`config.mk`:
```
export PLATFORM = sky130hd
export DESIGN_NAME = aes_round_ctrl
export DESIGN_NICKNAME = d
export VERILOG_FILES = /design/src/source/aes_ctrl_pkg.sv /design/src/source/aes_ctrl_rail_if.sv /design/src/source/aes_round_ctrl.sv /design/src/source/aes_ctrl_rail_merge.sv /design/src/source/aes_ctrl_rail_fsm.sv
export SDC_FILE = /design/constraint.sdc
export NUM_CORES = 1
export LEC_CHECK = 0
export BUFFER_PORTS_ARGS = -buffer_cell sky130_fd_sc_hd__buf_2
export CELL_PAD_IN_SITES_DETAIL_PLACEMENT = 0
export CELL_PAD_IN_SITES_GLOBAL_PLACEMENT = 2
export CORE_MARGIN = 5
export CORE_UTILIZATION = 35
export DETAILED_ROUTE_END_ITERATION = 12
export HOLD_SLACK_MARGIN = 0.05
export PLACE_DENSITY_LB_ADDON = 0.3
export SETUP_SLACK_MARGIN = 0.1
export SLEW_MARGIN = 0
export SYNTH_ARGS = -nofsm -noshare
export SYNTH_HDL_FRONTEND = slang
export SYNTH_SLANG_ARGS = --single-unit
```
`constraint.sdc`:
```
create_clock -name clk_i -period 7.4 [get_ports clk_i]
set_input_delay 0 -clock clk_i [delete_from_list [all_inputs] [get_ports clk_i]]
set_output_delay 0 -clock clk_i [all_outputs]
set_load 0.02 [all_outputs]
```
`src/source/aes_ctrl_pkg.sv`:
```
package aes_ctrl_pkg;

  //////////////////////////////////////////////////
  // Sparse encodings
  //////////////////////////////////////////////////

  parameter int Sp2VWidth = 2;

  // Bit 0 is the active-high rail, bit 1 the active-low rail
  typedef enum logic [Sp2VWidth-1:0] {
    SP2V_HIGH = 2'b01,
    SP2V_LOW  = 2'b10
  } sp2v_e;

  // Same word seen as a code or as its two rail bits
  typedef union packed {
    sp2v_e code;
    struct packed {
      logic rail_n;
      logic rail_p;
    } rails;
  } sp2v_u;

  //////////////////////////////////////////////////
  // Job and data path selects
  //////////////////////////////////////////////////

  typedef enum logic {
    CIPH_FWD = 1'b0,
    CIPH_INV = 1'b1
  } ciph_op_e;

  typedef enum logic [2:0] {
    AES_128 = 3'b001,
    AES_192 = 3'b010,
    AES_256 = 3'b100
  } key_len_e;

  typedef enum logic [2:0] {
    STATE_INIT  = 3'b001,
    STATE_ROUND = 3'b010
  } state_sel_e;

  typedef enum logic [2:0] {
    ADD_RK_INIT  = 3'b001,
    ADD_RK_ROUND = 3'b010,
    ADD_RK_FINAL = 3'b100
  } add_rk_sel_e;

  parameter int RndCtrWidth = 4;

  // Nr for the given key length
  function automatic logic [RndCtrWidth-1:0] num_rounds(key_len_e key_len);
    case (key_len)
      AES_192: return 4'd12;
      AES_256: return 4'd14;
      default: return 4'd10;
    endcase
  endfunction

  function automatic logic key_len_valid(key_len_e key_len);
    return key_len inside {AES_128, AES_192, AES_256};
  endfunction

endpackage
```
`src/source/aes_ctrl_rail_if.sv`:
```
`timescale 1ns/1ns

interface aes_ctrl_rail_if;

  // Sparse bits, each in the rail's own polarity
  logic                                   in_ready;
  logic                                   out_valid;
  logic                                   state_we;
  logic                                   key_expand_en;

  // Plain values, same on both rails when healthy
  aes_ctrl_pkg::state_sel_e               state_sel;
  aes_ctrl_pkg::add_rk_sel_e              add_rk_sel;
  logic [aes_ctrl_pkg::RndCtrWidth-1:0]   rnd_ctr;
  aes_ctrl_pkg::ciph_op_e                 key_expand_op;
  logic                                   alert;      // Always active high

  modport rail (
    output in_ready,
    output out_valid,
    output state_we,
    output key_expand_en,
    output state_sel,
    output add_rk_sel,
    output rnd_ctr,
    output key_expand_op,
    output alert
  );

  modport merge (
    input in_ready,
    input out_valid,
    input state_we,
    input key_expand_en,
    input state_sel,
    input add_rk_sel,
    input rnd_ctr,
    input key_expand_op,
    input alert
  );

endinterface

```
`src/source/aes_round_ctrl.sv`:
```
`timescale 1ns/1ns

module aes_round_ctrl #(
  parameter bit CiphOpFwdOnly = 1'b0
) (
  input  logic                                 clk_i,
  input  logic                                 rst_ni,

  // Job request
  input  aes_ctrl_pkg::sp2v_e                  in_valid_i,
  output aes_ctrl_pkg::sp2v_e                  in_ready_o,
  input  aes_ctrl_pkg::ciph_op_e               op_i,
  input  aes_ctrl_pkg::key_len_e               key_len_i,
  input  aes_ctrl_pkg::sp2v_e                  dec_key_gen_i,

  // Result
  output aes_ctrl_pkg::sp2v_e                  out_valid_o,
  input  aes_ctrl_pkg::sp2v_e                  out_ready_i,

  // Data path and key expand control
  output aes_ctrl_pkg::state_sel_e             state_sel_o,
  output aes_ctrl_pkg::sp2v_e                  state_we_o,
  output aes_ctrl_pkg::add_rk_sel_e            add_rk_sel_o,
  output aes_ctrl_pkg::sp2v_e                  key_expand_en_o,
  output aes_ctrl_pkg::ciph_op_e               key_expand_op_o,
  output logic [aes_ctrl_pkg::RndCtrWidth-1:0] key_expand_round_o,

  input  logic                                 alert_fatal_i,
  output logic                                 alert_o
);

  aes_ctrl_pkg::sp2v_u in_valid_u, out_ready_u, dec_key_gen_u;
  logic                err;

  // Split sparse inputs into rail bits
  assign in_valid_u    = aes_ctrl_pkg::sp2v_u'(in_valid_i);
  assign out_ready_u   = aes_ctrl_pkg::sp2v_u'(out_ready_i);
  assign dec_key_gen_u = aes_ctrl_pkg::sp2v_u'(dec_key_gen_i);

  aes_ctrl_rail_if rail_p_if ();
  aes_ctrl_rail_if rail_n_if ();

  aes_ctrl_rail_fsm #(
    .RailActiveHigh ( 1'b1          ),
    .CiphOpFwdOnly  ( CiphOpFwdOnly )
  ) u_rail_p (
    .clk_i         ( clk_i                        ),
    .rst_ni        ( rst_ni                       ),
    .in_valid_i    ( in_valid_u.rails.rail_p      ),
    .out_ready_i   ( out_ready_u.rails.rail_p     ),
    .dec_key_gen_i ( dec_key_gen_u.rails.rail_p   ),
    .op_i          ( op_i                         ),
    .key_len_i     ( key_len_i                    ),
    .err_i         ( err                          ),
    .rail_o        ( rail_p_if.rail               )
  );

  // Active-low rail
  aes_ctrl_rail_fsm #(
    .RailActiveHigh ( 1'b0          ),
    .CiphOpFwdOnly  ( CiphOpFwdOnly )
  ) u_rail_n (
    .clk_i         ( clk_i                        ),
    .rst_ni        ( rst_ni                       ),
    .in_valid_i    ( in_valid_u.rails.rail_n      ),
    .out_ready_i   ( out_ready_u.rails.rail_n     ),
    .dec_key_gen_i ( dec_key_gen_u.rails.rail_n   ),
    .op_i          ( op_i                         ),
    .key_len_i     ( key_len_i                    ),
    .err_i         ( err                          ),
    .rail_o        ( rail_n_if.rail               )
  );

  aes_ctrl_rail_merge u_merge (
    .rail_p_i           ( rail_p_if.merge    ),
    .rail_n_i           ( rail_n_if.merge    ),
    .in_valid_i         ( in_valid_i         ),
    .out_ready_i        ( out_ready_i        ),
    .dec_key_gen_i      ( dec_key_gen_i      ),
    .key_len_i          ( key_len_i          ),
    .alert_fatal_i      ( alert_fatal_i      ),
    .err_o              ( err                ),   // Back to both rails
    .in_ready_o         ( in_ready_o         ),
    .out_valid_o        ( out_valid_o        ),
    .state_we_o         ( state_we_o         ),
    .key_expand_en_o    ( key_expand_en_o    ),
    .state_sel_o        ( state_sel_o        ),
    .add_rk_sel_o       ( add_rk_sel_o       ),
    .key_expand_op_o    ( key_expand_op_o    ),
    .key_expand_round_o ( key_expand_round_o ),
    .alert_o            ( alert_o            )
  );

endmodule

```
`src/source/aes_ctrl_rail_merge.sv`:
```
`timescale 1ns/1ns

module aes_ctrl_rail_merge (
  aes_ctrl_rail_if.merge                      rail_p_i,
  aes_ctrl_rail_if.merge                      rail_n_i,

  // Full sparse inputs for encoding checks
  input  aes_ctrl_pkg::sp2v_e                 in_valid_i,
  input  aes_ctrl_pkg::sp2v_e                 out_ready_i,
  input  aes_ctrl_pkg::sp2v_e                 dec_key_gen_i,
  input  aes_ctrl_pkg::key_len_e              key_len_i,
  input  logic                                alert_fatal_i,

  output logic                                err_o,

  output aes_ctrl_pkg::sp2v_e                 in_ready_o,
  output aes_ctrl_pkg::sp2v_e                 out_valid_o,
  output aes_ctrl_pkg::sp2v_e                 state_we_o,
  output aes_ctrl_pkg::sp2v_e                 key_expand_en_o,
  output aes_ctrl_pkg::state_sel_e            state_sel_o,
  output aes_ctrl_pkg::add_rk_sel_e           add_rk_sel_o,
  output aes_ctrl_pkg::ciph_op_e              key_expand_op_o,
  output logic [aes_ctrl_pkg::RndCtrWidth-1:0] key_expand_round_o,
  output logic                                alert_o
);

  localparam int unsigned NumSpIn = 3;

  aes_ctrl_pkg::sp2v_u [NumSpIn-1:0] sp_in;
  logic [NumSpIn-1:0]                sp_in_err;
  aes_ctrl_pkg::sp2v_u               in_ready_u, out_valid_u, state_we_u, key_expand_en_u;
  logic                              sp_enc_err;
  logic                              key_len_err;
  logic                              rail_err;

  //////////////////////////////////////////////////
  // Sparse outputs
  //////////////////////////////////////////////////

  // Each rail owns one bit of every sparse output
  always_comb begin : rebuild_sparse
    in_ready_u.rails.rail_p      = rail_p_i.in_ready;
    in_ready_u.rails.rail_n      = rail_n_i.in_ready;
    out_valid_u.rails.rail_p     = rail_p_i.out_valid;
    out_valid_u.rails.rail_n     = rail_n_i.out_valid;
    state_we_u.rails.rail_p      = rail_p_i.state_we;
    state_we_u.rails.rail_n      = rail_n_i.state_we;
    key_expand_en_u.rails.rail_p = rail_p_i.key_expand_en;
    key_expand_en_u.rails.rail_n = rail_n_i.key_expand_en;
  end

  assign in_ready_o      = in_ready_u.code;
  assign out_valid_o     = out_valid_u.code;
  assign state_we_o      = state_we_u.code;
  assign key_expand_en_o = key_expand_en_u.code;

  //////////////////////////////////////////////////
  // Plain outputs
  //////////////////////////////////////////////////

  // OR of both rails, a mismatch is caught below
  assign state_sel_o  = aes_ctrl_pkg::state_sel_e'(rail_p_i.state_sel | rail_n_i.state_sel);
  assign add_rk_sel_o = aes_ctrl_pkg::add_rk_sel_e'(rail_p_i.add_rk_sel | rail_n_i.add_rk_sel);
  assign key_expand_op_o =
      aes_ctrl_pkg::ciph_op_e'(rail_p_i.key_expand_op | rail_n_i.key_expand_op);
  assign key_expand_round_o = rail_p_i.rnd_ctr | rail_n_i.rnd_ctr;
  assign alert_o            = rail_p_i.alert | rail_n_i.alert;

  //////////////////////////////////////////////////
  // Error detection
  //////////////////////////////////////////////////

  assign sp_in[0] = aes_ctrl_pkg::sp2v_u'(in_valid_i);
  assign sp_in[1] = aes_ctrl_pkg::sp2v_u'(out_ready_i);
  assign sp_in[2] = aes_ctrl_pkg::sp2v_u'(dec_key_gen_i);

  // Valid codes always have the two rail bits different
  always_comb begin : sparse_check
    for (int i = 0; i < NumSpIn; i++) begin
      sp_in_err[i] = sp_in[i].rails.rail_p == sp_in[i].rails.rail_n;
    end
  end

  assign sp_enc_err  = |sp_in_err;
  assign key_len_err = (in_valid_i == aes_ctrl_pkg::SP2V_HIGH) &&
                       !aes_ctrl_pkg::key_len_valid(key_len_i);

  // Rails must agree on every shared value
  assign rail_err = (rail_p_i.state_sel     != rail_n_i.state_sel)  ||
                    (rail_p_i.add_rk_sel    != rail_n_i.add_rk_sel) ||
                    (rail_p_i.rnd_ctr       != rail_n_i.rnd_ctr)    ||
                    (rail_p_i.key_expand_op != rail_n_i.key_expand_op);

  assign err_o = sp_enc_err | key_len_err | rail_err | alert_fatal_i;

endmodule

```
`src/source/aes_ctrl_rail_fsm.sv`:
```
`timescale 1ns/1ns

module aes_ctrl_rail_fsm #(
  parameter bit RailActiveHigh = 1'b1,
  parameter bit CiphOpFwdOnly  = 1'b0
) (
  input  logic                   clk_i,
  input  logic                   rst_ni,

  // Single rail bits of the sparse inputs
  input  logic                   in_valid_i,
  input  logic                   out_ready_i,
  input  logic                   dec_key_gen_i,

  input  aes_ctrl_pkg::ciph_op_e op_i,
  input  aes_ctrl_pkg::key_len_e key_len_i,
  input  logic                   err_i,

  aes_ctrl_rail_if.rail          rail_o
);

  localparam int unsigned CtrW = aes_ctrl_pkg::RndCtrWidth;
  localparam logic        Inv  = ~RailActiveHigh;   // Flip bits on the active-low rail

  localparam logic [2:0] StIdle  = 3'b000;
  localparam logic [2:0] StInit  = 3'b001;
  localparam logic [2:0] StRound = 3'b011;
  localparam logic [2:0] StFinal = 3'b010;
  localparam logic [2:0] StDone  = 3'b110;
  localparam logic [2:0] StError = 3'b101;

  logic [2:0]             state_d, state_q;
  logic [CtrW-1:0]        rnd_ctr_d, rnd_ctr_q;
  logic [CtrW-1:0]        nr_q;
  logic                   dec_key_gen_q;
  aes_ctrl_pkg::ciph_op_e key_expand_op_q;
  logic                   capture;

  // Inputs and outputs in active-high sense
  logic                   in_valid, out_ready, dec_key_gen;
  logic                   in_ready, out_valid, state_we, key_expand_en;
  aes_ctrl_pkg::state_sel_e  state_sel;
  aes_ctrl_pkg::add_rk_sel_e add_rk_sel;
  logic                   alert;

  assign in_valid    = in_valid_i ^ Inv;
  assign out_ready   = out_ready_i ^ Inv;
  assign dec_key_gen = dec_key_gen_i ^ Inv;

  //////////////////////////////////////////////////
  // Next state
  //////////////////////////////////////////////////

  always_comb begin : next_state
    state_d   = state_q;
    rnd_ctr_d = rnd_ctr_q;
    capture   = 1'b0;

    case (state_q)
      StIdle: begin
        if (in_valid) begin   // Acceptance edge
          capture   = 1'b1;
          state_d   = StInit;
          rnd_ctr_d = '0;
        end
      end
      StInit: begin
        state_d   = StRound;
        rnd_ctr_d = CtrW'(1);
      end
      StRound: begin
        // Last middle round is Nr-1
        if (rnd_ctr_q == nr_q - CtrW'(1)) begin
          state_d = StFinal;
        end
        rnd_ctr_d = rnd_ctr_q + CtrW'(1);
      end
      StFinal: begin
        state_d = StDone;
      end
      StDone: begin
        if (out_ready) begin
          state_d   = StIdle;
          rnd_ctr_d = '0;
        end
      end
      StError: begin
        state_d = StError;  // Terminal until reset
      end
      default: begin
        state_d = StError;
      end
    endcase

    // Any detected fault wins over normal progress
    if (err_i) begin
      state_d   = StError;
      rnd_ctr_d = '0;
    end
  end

  //////////////////////////////////////////////////
  // Output decode
  //////////////////////////////////////////////////

  always_comb begin : out_decode
    in_ready      = 1'b0;
    out_valid     = 1'b0;
    state_we      = 1'b0;
    key_expand_en = 1'b0;
    state_sel     = aes_ctrl_pkg::STATE_ROUND;
    add_rk_sel    = aes_ctrl_pkg::ADD_RK_ROUND;
    alert         = 1'b0;

    case (state_q)
      StIdle: in_ready = 1'b1;
      StInit: begin
        state_sel     = aes_ctrl_pkg::STATE_INIT;
        add_rk_sel    = aes_ctrl_pkg::ADD_RK_INIT;
        state_we      = ~dec_key_gen_q;   // Key generation leaves the state alone
        key_expand_en = 1'b1;
      end
      StRound: begin
        state_we      = ~dec_key_gen_q;
        key_expand_en = 1'b1;
      end
      StFinal: begin
        add_rk_sel    = aes_ctrl_pkg::ADD_RK_FINAL;
        state_we      = ~dec_key_gen_q;
        key_expand_en = 1'b1;
      end
      StDone:  out_valid = 1'b1;
      default: alert = 1'b1;   // Error state and unused codes
    endcase
  end

  //////////////////////////////////////////////////
  // Registers
  //////////////////////////////////////////////////

  always_ff @(posedge clk_i or negedge rst_ni) begin
    if (!rst_ni) begin
      state_q         <= StIdle;
      rnd_ctr_q       <= '0;
      nr_q            <= '0;
      dec_key_gen_q   <= 1'b0;
      key_expand_op_q <= aes_ctrl_pkg::CIPH_FWD;
    end else begin
      state_q   <= state_d;
      rnd_ctr_q <= rnd_ctr_d;
      if (capture) begin   // Job parameters
        nr_q            <= aes_ctrl_pkg::num_rounds(key_len_i);
        dec_key_gen_q   <= dec_key_gen;
        key_expand_op_q <= (dec_key_gen || CiphOpFwdOnly) ? aes_ctrl_pkg::CIPH_FWD : op_i;
      end
    end
  end

  assign rail_o.in_ready      = in_ready ^ Inv;
  assign rail_o.out_valid     = out_valid ^ Inv;
  assign rail_o.state_we      = state_we ^ Inv;
  assign rail_o.key_expand_en = key_expand_en ^ Inv;
  assign rail_o.state_sel     = state_sel;
  assign rail_o.add_rk_sel    = add_rk_sel;
  assign rail_o.rnd_ctr       = rnd_ctr_q;
  assign rail_o.key_expand_op = key_expand_op_q;
  assign rail_o.alert         = alert;

endmodule

```
==> run summary <==
## Status
* result of the run: finished clean

## Timing
* setup repair after global routing missed its margin: false
* total of endpoints with negative setup slack in the final report: 0
* number of max-slew violations in the final report: 0
* Post-Route Setup TNS: 0 ns
* final worst path period need: 2.79 ns
* hold violation count in the final report: 0
* Tightest Pin Transition: 0.550 ns
* tightest slew margin relative to the limit: 63.3%
* final setup skew: 0.00991 ns
* Peak Freq: 358 MHz
* post-route fraction of the period consumed by the critical path: 37.7%

## Placement
* HPWL after detailed placement: 3.10 mm
* global placement routability congestion: 0.782
* Port Buf Inserts: 31
* Placed Instance Area: 1890 um2

## Global route
* met3 track utilization from global routing: 2.55%
* global-route layer with the greatest usage: met2
* global-route usage over all layers: 13.5%
* global routing usage on met2: 20.7%
* GRT met1 Usage: 19.3%
* number of global-route vias before repair: 1442
* antenna violations before repair: 0
* overall overflow remaining after global route: 0
* maximum number of pins on one net before global-route repair: 25
* wire length of the first global-routing pass: 6.85 mm

## Clocking
* clock buffers created by TritonCTS: 3
* clock tree from TritonCTS: built
* insertion delay to the later sink of the worst-skew pair: 0.27 ns
* level count of the clock H-tree: 1
* post-cts sizing count: 0
* buffer type at the clock tree root: clkbuf_8
* clock-pin slew on the worst setup and hold paths: 0.09 ns
* number of clock sinks seen by CTS: 24
* Bufs on Longest Clock Path: 2

## Detailed routing
* First DRT Iteration DRCs: 71
* number of remaining DRC errors: 0
* first drt pass iteration count: 4
* DRT Wirelength: 4.08 mm
* WL per Instance: 13.7 um
* detailed-route vias per instance: 4.87
* count of antenna-violating nets left after detailed routing: 0
* total via count in the routed design: 1451

## Worst setup path
* Worst Setup SP: u_rail_p.state_q[2]
* flop-to-flop setup slack: 4.61 ns
* startpoint of the worst-slack reg-to-reg timing path: u_rail_p.state_q[2]
* Critical Setup Path Class: flop to flop
* Critical Path Start Type: flop
* Worst setup endpoint: u_rail_n.state_q[0]
* crit path DAT: 2.94 ns
* number of cells on the worst reg-to-reg path: 7
* worst-path fanout max: 14
* r2r endpoint: u_rail_n.state_q[0]
* CP Capture Type: flop
* required time at the worst-slack endpoint: 7.55 ns

## Logic synthesis
* gate count of the mapped netlist: 208
* sequential cell area fraction in the yosys report: 34.1%
* largest cells by area after synthesis: dfrtp_1 34%, ha_1 9.9%, inv_1 6.4%
* number of distinct library cells after synthesis: 44
* post-synthesis cell type with the largest combined area: dfrtp_1
* Synth Flop Type: dfrtp_1
* asr flop ratio synth: 100%
* most common cell in the netlist: inv_1
* Post-Synthesis Net Count: 235
* number of enable-type register cells in the synthesized netlist: 0
* proportion of netlist area held by the largest area contributor: 34.1%
* ranking of synthesized cells by instance count: 30 x inv_1, 24 x dfrtp_1, 16 x nor2_1, 14 x ha_1, 12 x o21ai_0
* post-synthesis average cell area: 8.48 um2
* number of warnings reported in the yosys synthesis log: 0
* Synth Register Bits: 24
* Post-Syn Area: 1760 um2

## Flow run
* maximum capacitance violations: 0

## Die
* starting utilization of the core area: 36.6%
* Die Height: 81.0 um
* # IOs: 33
* die width: 81.0 um
* Std-Cell Rows: 25
* Core Footprint: 4820 um2
* floorplan die area: 6560 um2

## Cells and area
* Layout Nets: 259
* diodes inserted: 0
* final core utilization: 41.8%
* share of final-layout standard cells stronger than drive strength 1: 18.6%
* area added between synthesis and finish: 14.1%
* post-route design area: 2010 um2

## Power
* IR drop worst, VDD: 0.0604 mV
* power density cells: 137 nW/um2
* overall power: 0.276 mW
* leak pwr: 0.963 nW

## Hold path
* type of the tightest min-delay check: input pin to flop

-- where the power goes --
part	total, mW	switching (mW)	internal, mW
logic	0.0247	0.0142	0.0104
registers	0.134	0.00110	0.133
clock network	0.117	0.0448	0.0724
-- cells in the final DEF (no fill, tap or decap), drive strengths merged, types with 2 or more instances in the layout --
cell,instances
o21ai,13
o21bai,2
nor3b,2
xor2,8
dfrtp,24
nand3b,3
nor4,2
nand2b,5
buf,31
ha,14
inv,30
a31oi,3
clkbuf,3
nor2b,5
nand3,9
or3,4
nor2,16
dlygate4sd3,5
o22ai,2
a311oi,2
xnor2,4
a21oi,10
nor3,6
nand2,11
-- sequential cells by signal (all words and copies together), names as in the netlist --
name / cells
u_rail_n.nr_q: 3
u_rail_p.nr_q: 3
u_rail_p.state_q: 3
u_rail_p.rail_o.key_expand_op: 1
u_rail_n.rail_o.key_expand_op: 1
u_rail_p.dec_key_gen_q: 1
u_rail_n.dec_key_gen_q: 1
u_rail_p.rail_o.rnd_ctr: 4
u_rail_n.rail_o.rnd_ctr: 4
u_rail_n.state_q: 3
-- kinds of logic (layout without fill, tap and decap cells) --
logic type,after synthesis,count (layout),synth area share [%]
DFF,24,24,34.1
AOI/OAI and AO/OA,41,41,15.0
xor gates and xnor gates,12,12,5.96
adders and majority gates,14,14,9.94
muxes,1,1,0.639
other,1,1,0.213
and+or+nand+nor,67,67,21.3
buffers and inverters,48,71,12.9
-- worst max-delay path, cell delays in order, from the launching register on --
cell and delay (ns):
dfrtp_1 0.54, nor2b_1 0.40, nand2b_1 0.13, ha_1 0.30
nor4_1 0.26, nand3_1 0.10, a211o_1 0.50, or3_1 0.44
-- worst min-delay path by stage --
stage                       startpoint                endpoint  slack (ns)  cells after the start
after floorplan                 rst_ni  u_rail_n.dec_key_gen_q       -0.30                      0
after global placement          rst_ni        u_rail_n.nr_q[3]        0.03                      1
after detailed placement        rst_ni        u_rail_n.nr_q[3]        0.03                      1
after CTS                 key_len_i[0]        u_rail_p.nr_q[1]        0.07                      3
after global routing      key_len_i[0]        u_rail_p.nr_q[1]        0.09                      3
final                     key_len_i[0]        u_rail_p.nr_q[1]        0.07                      3
-- final cells by class --
type                       count  area (um2)
clock buffer                   3        41.3
timing repair buffer          36         205
clock inverter                 1        30.0
tap                           67        83.8
sequential                    24         601
fill                         533        2810
inverter                      31         116
multi-input combinational    136         935
-- layer usage --
layer  up-vias  share of wire (%)
met1       679                 51
met4         0                1.1
met5         -                  0
met2        30                 42
met3         5                5.5
li1        737                  -
-- metrics by stage --
| step | std cells | hold WS, ns | worst slack [ns] |
|---|---|---|---|
| 2_1_floorplan | 208 | -0.296 | 5.03 |
| 3_3_place_gp | 289 | 0.0254 | 4.66 |
| 3_5_place_dp | 289 | 0.0274 | 4.63 |
| 4_1_cts | 298 | 0.0705 | 4.61 |
| 5_1_grt | 298 | 0.0937 | 4.39 |
| 6_report | 298 | 0.0674 | 4.61 |
-- timing repair --
action / CTS / global route
setup buffers: 0 / 0
hold buffers: 5 / 0
hold endpoints to repair: 28 / 0
Power figures use the tool's default switching activity.
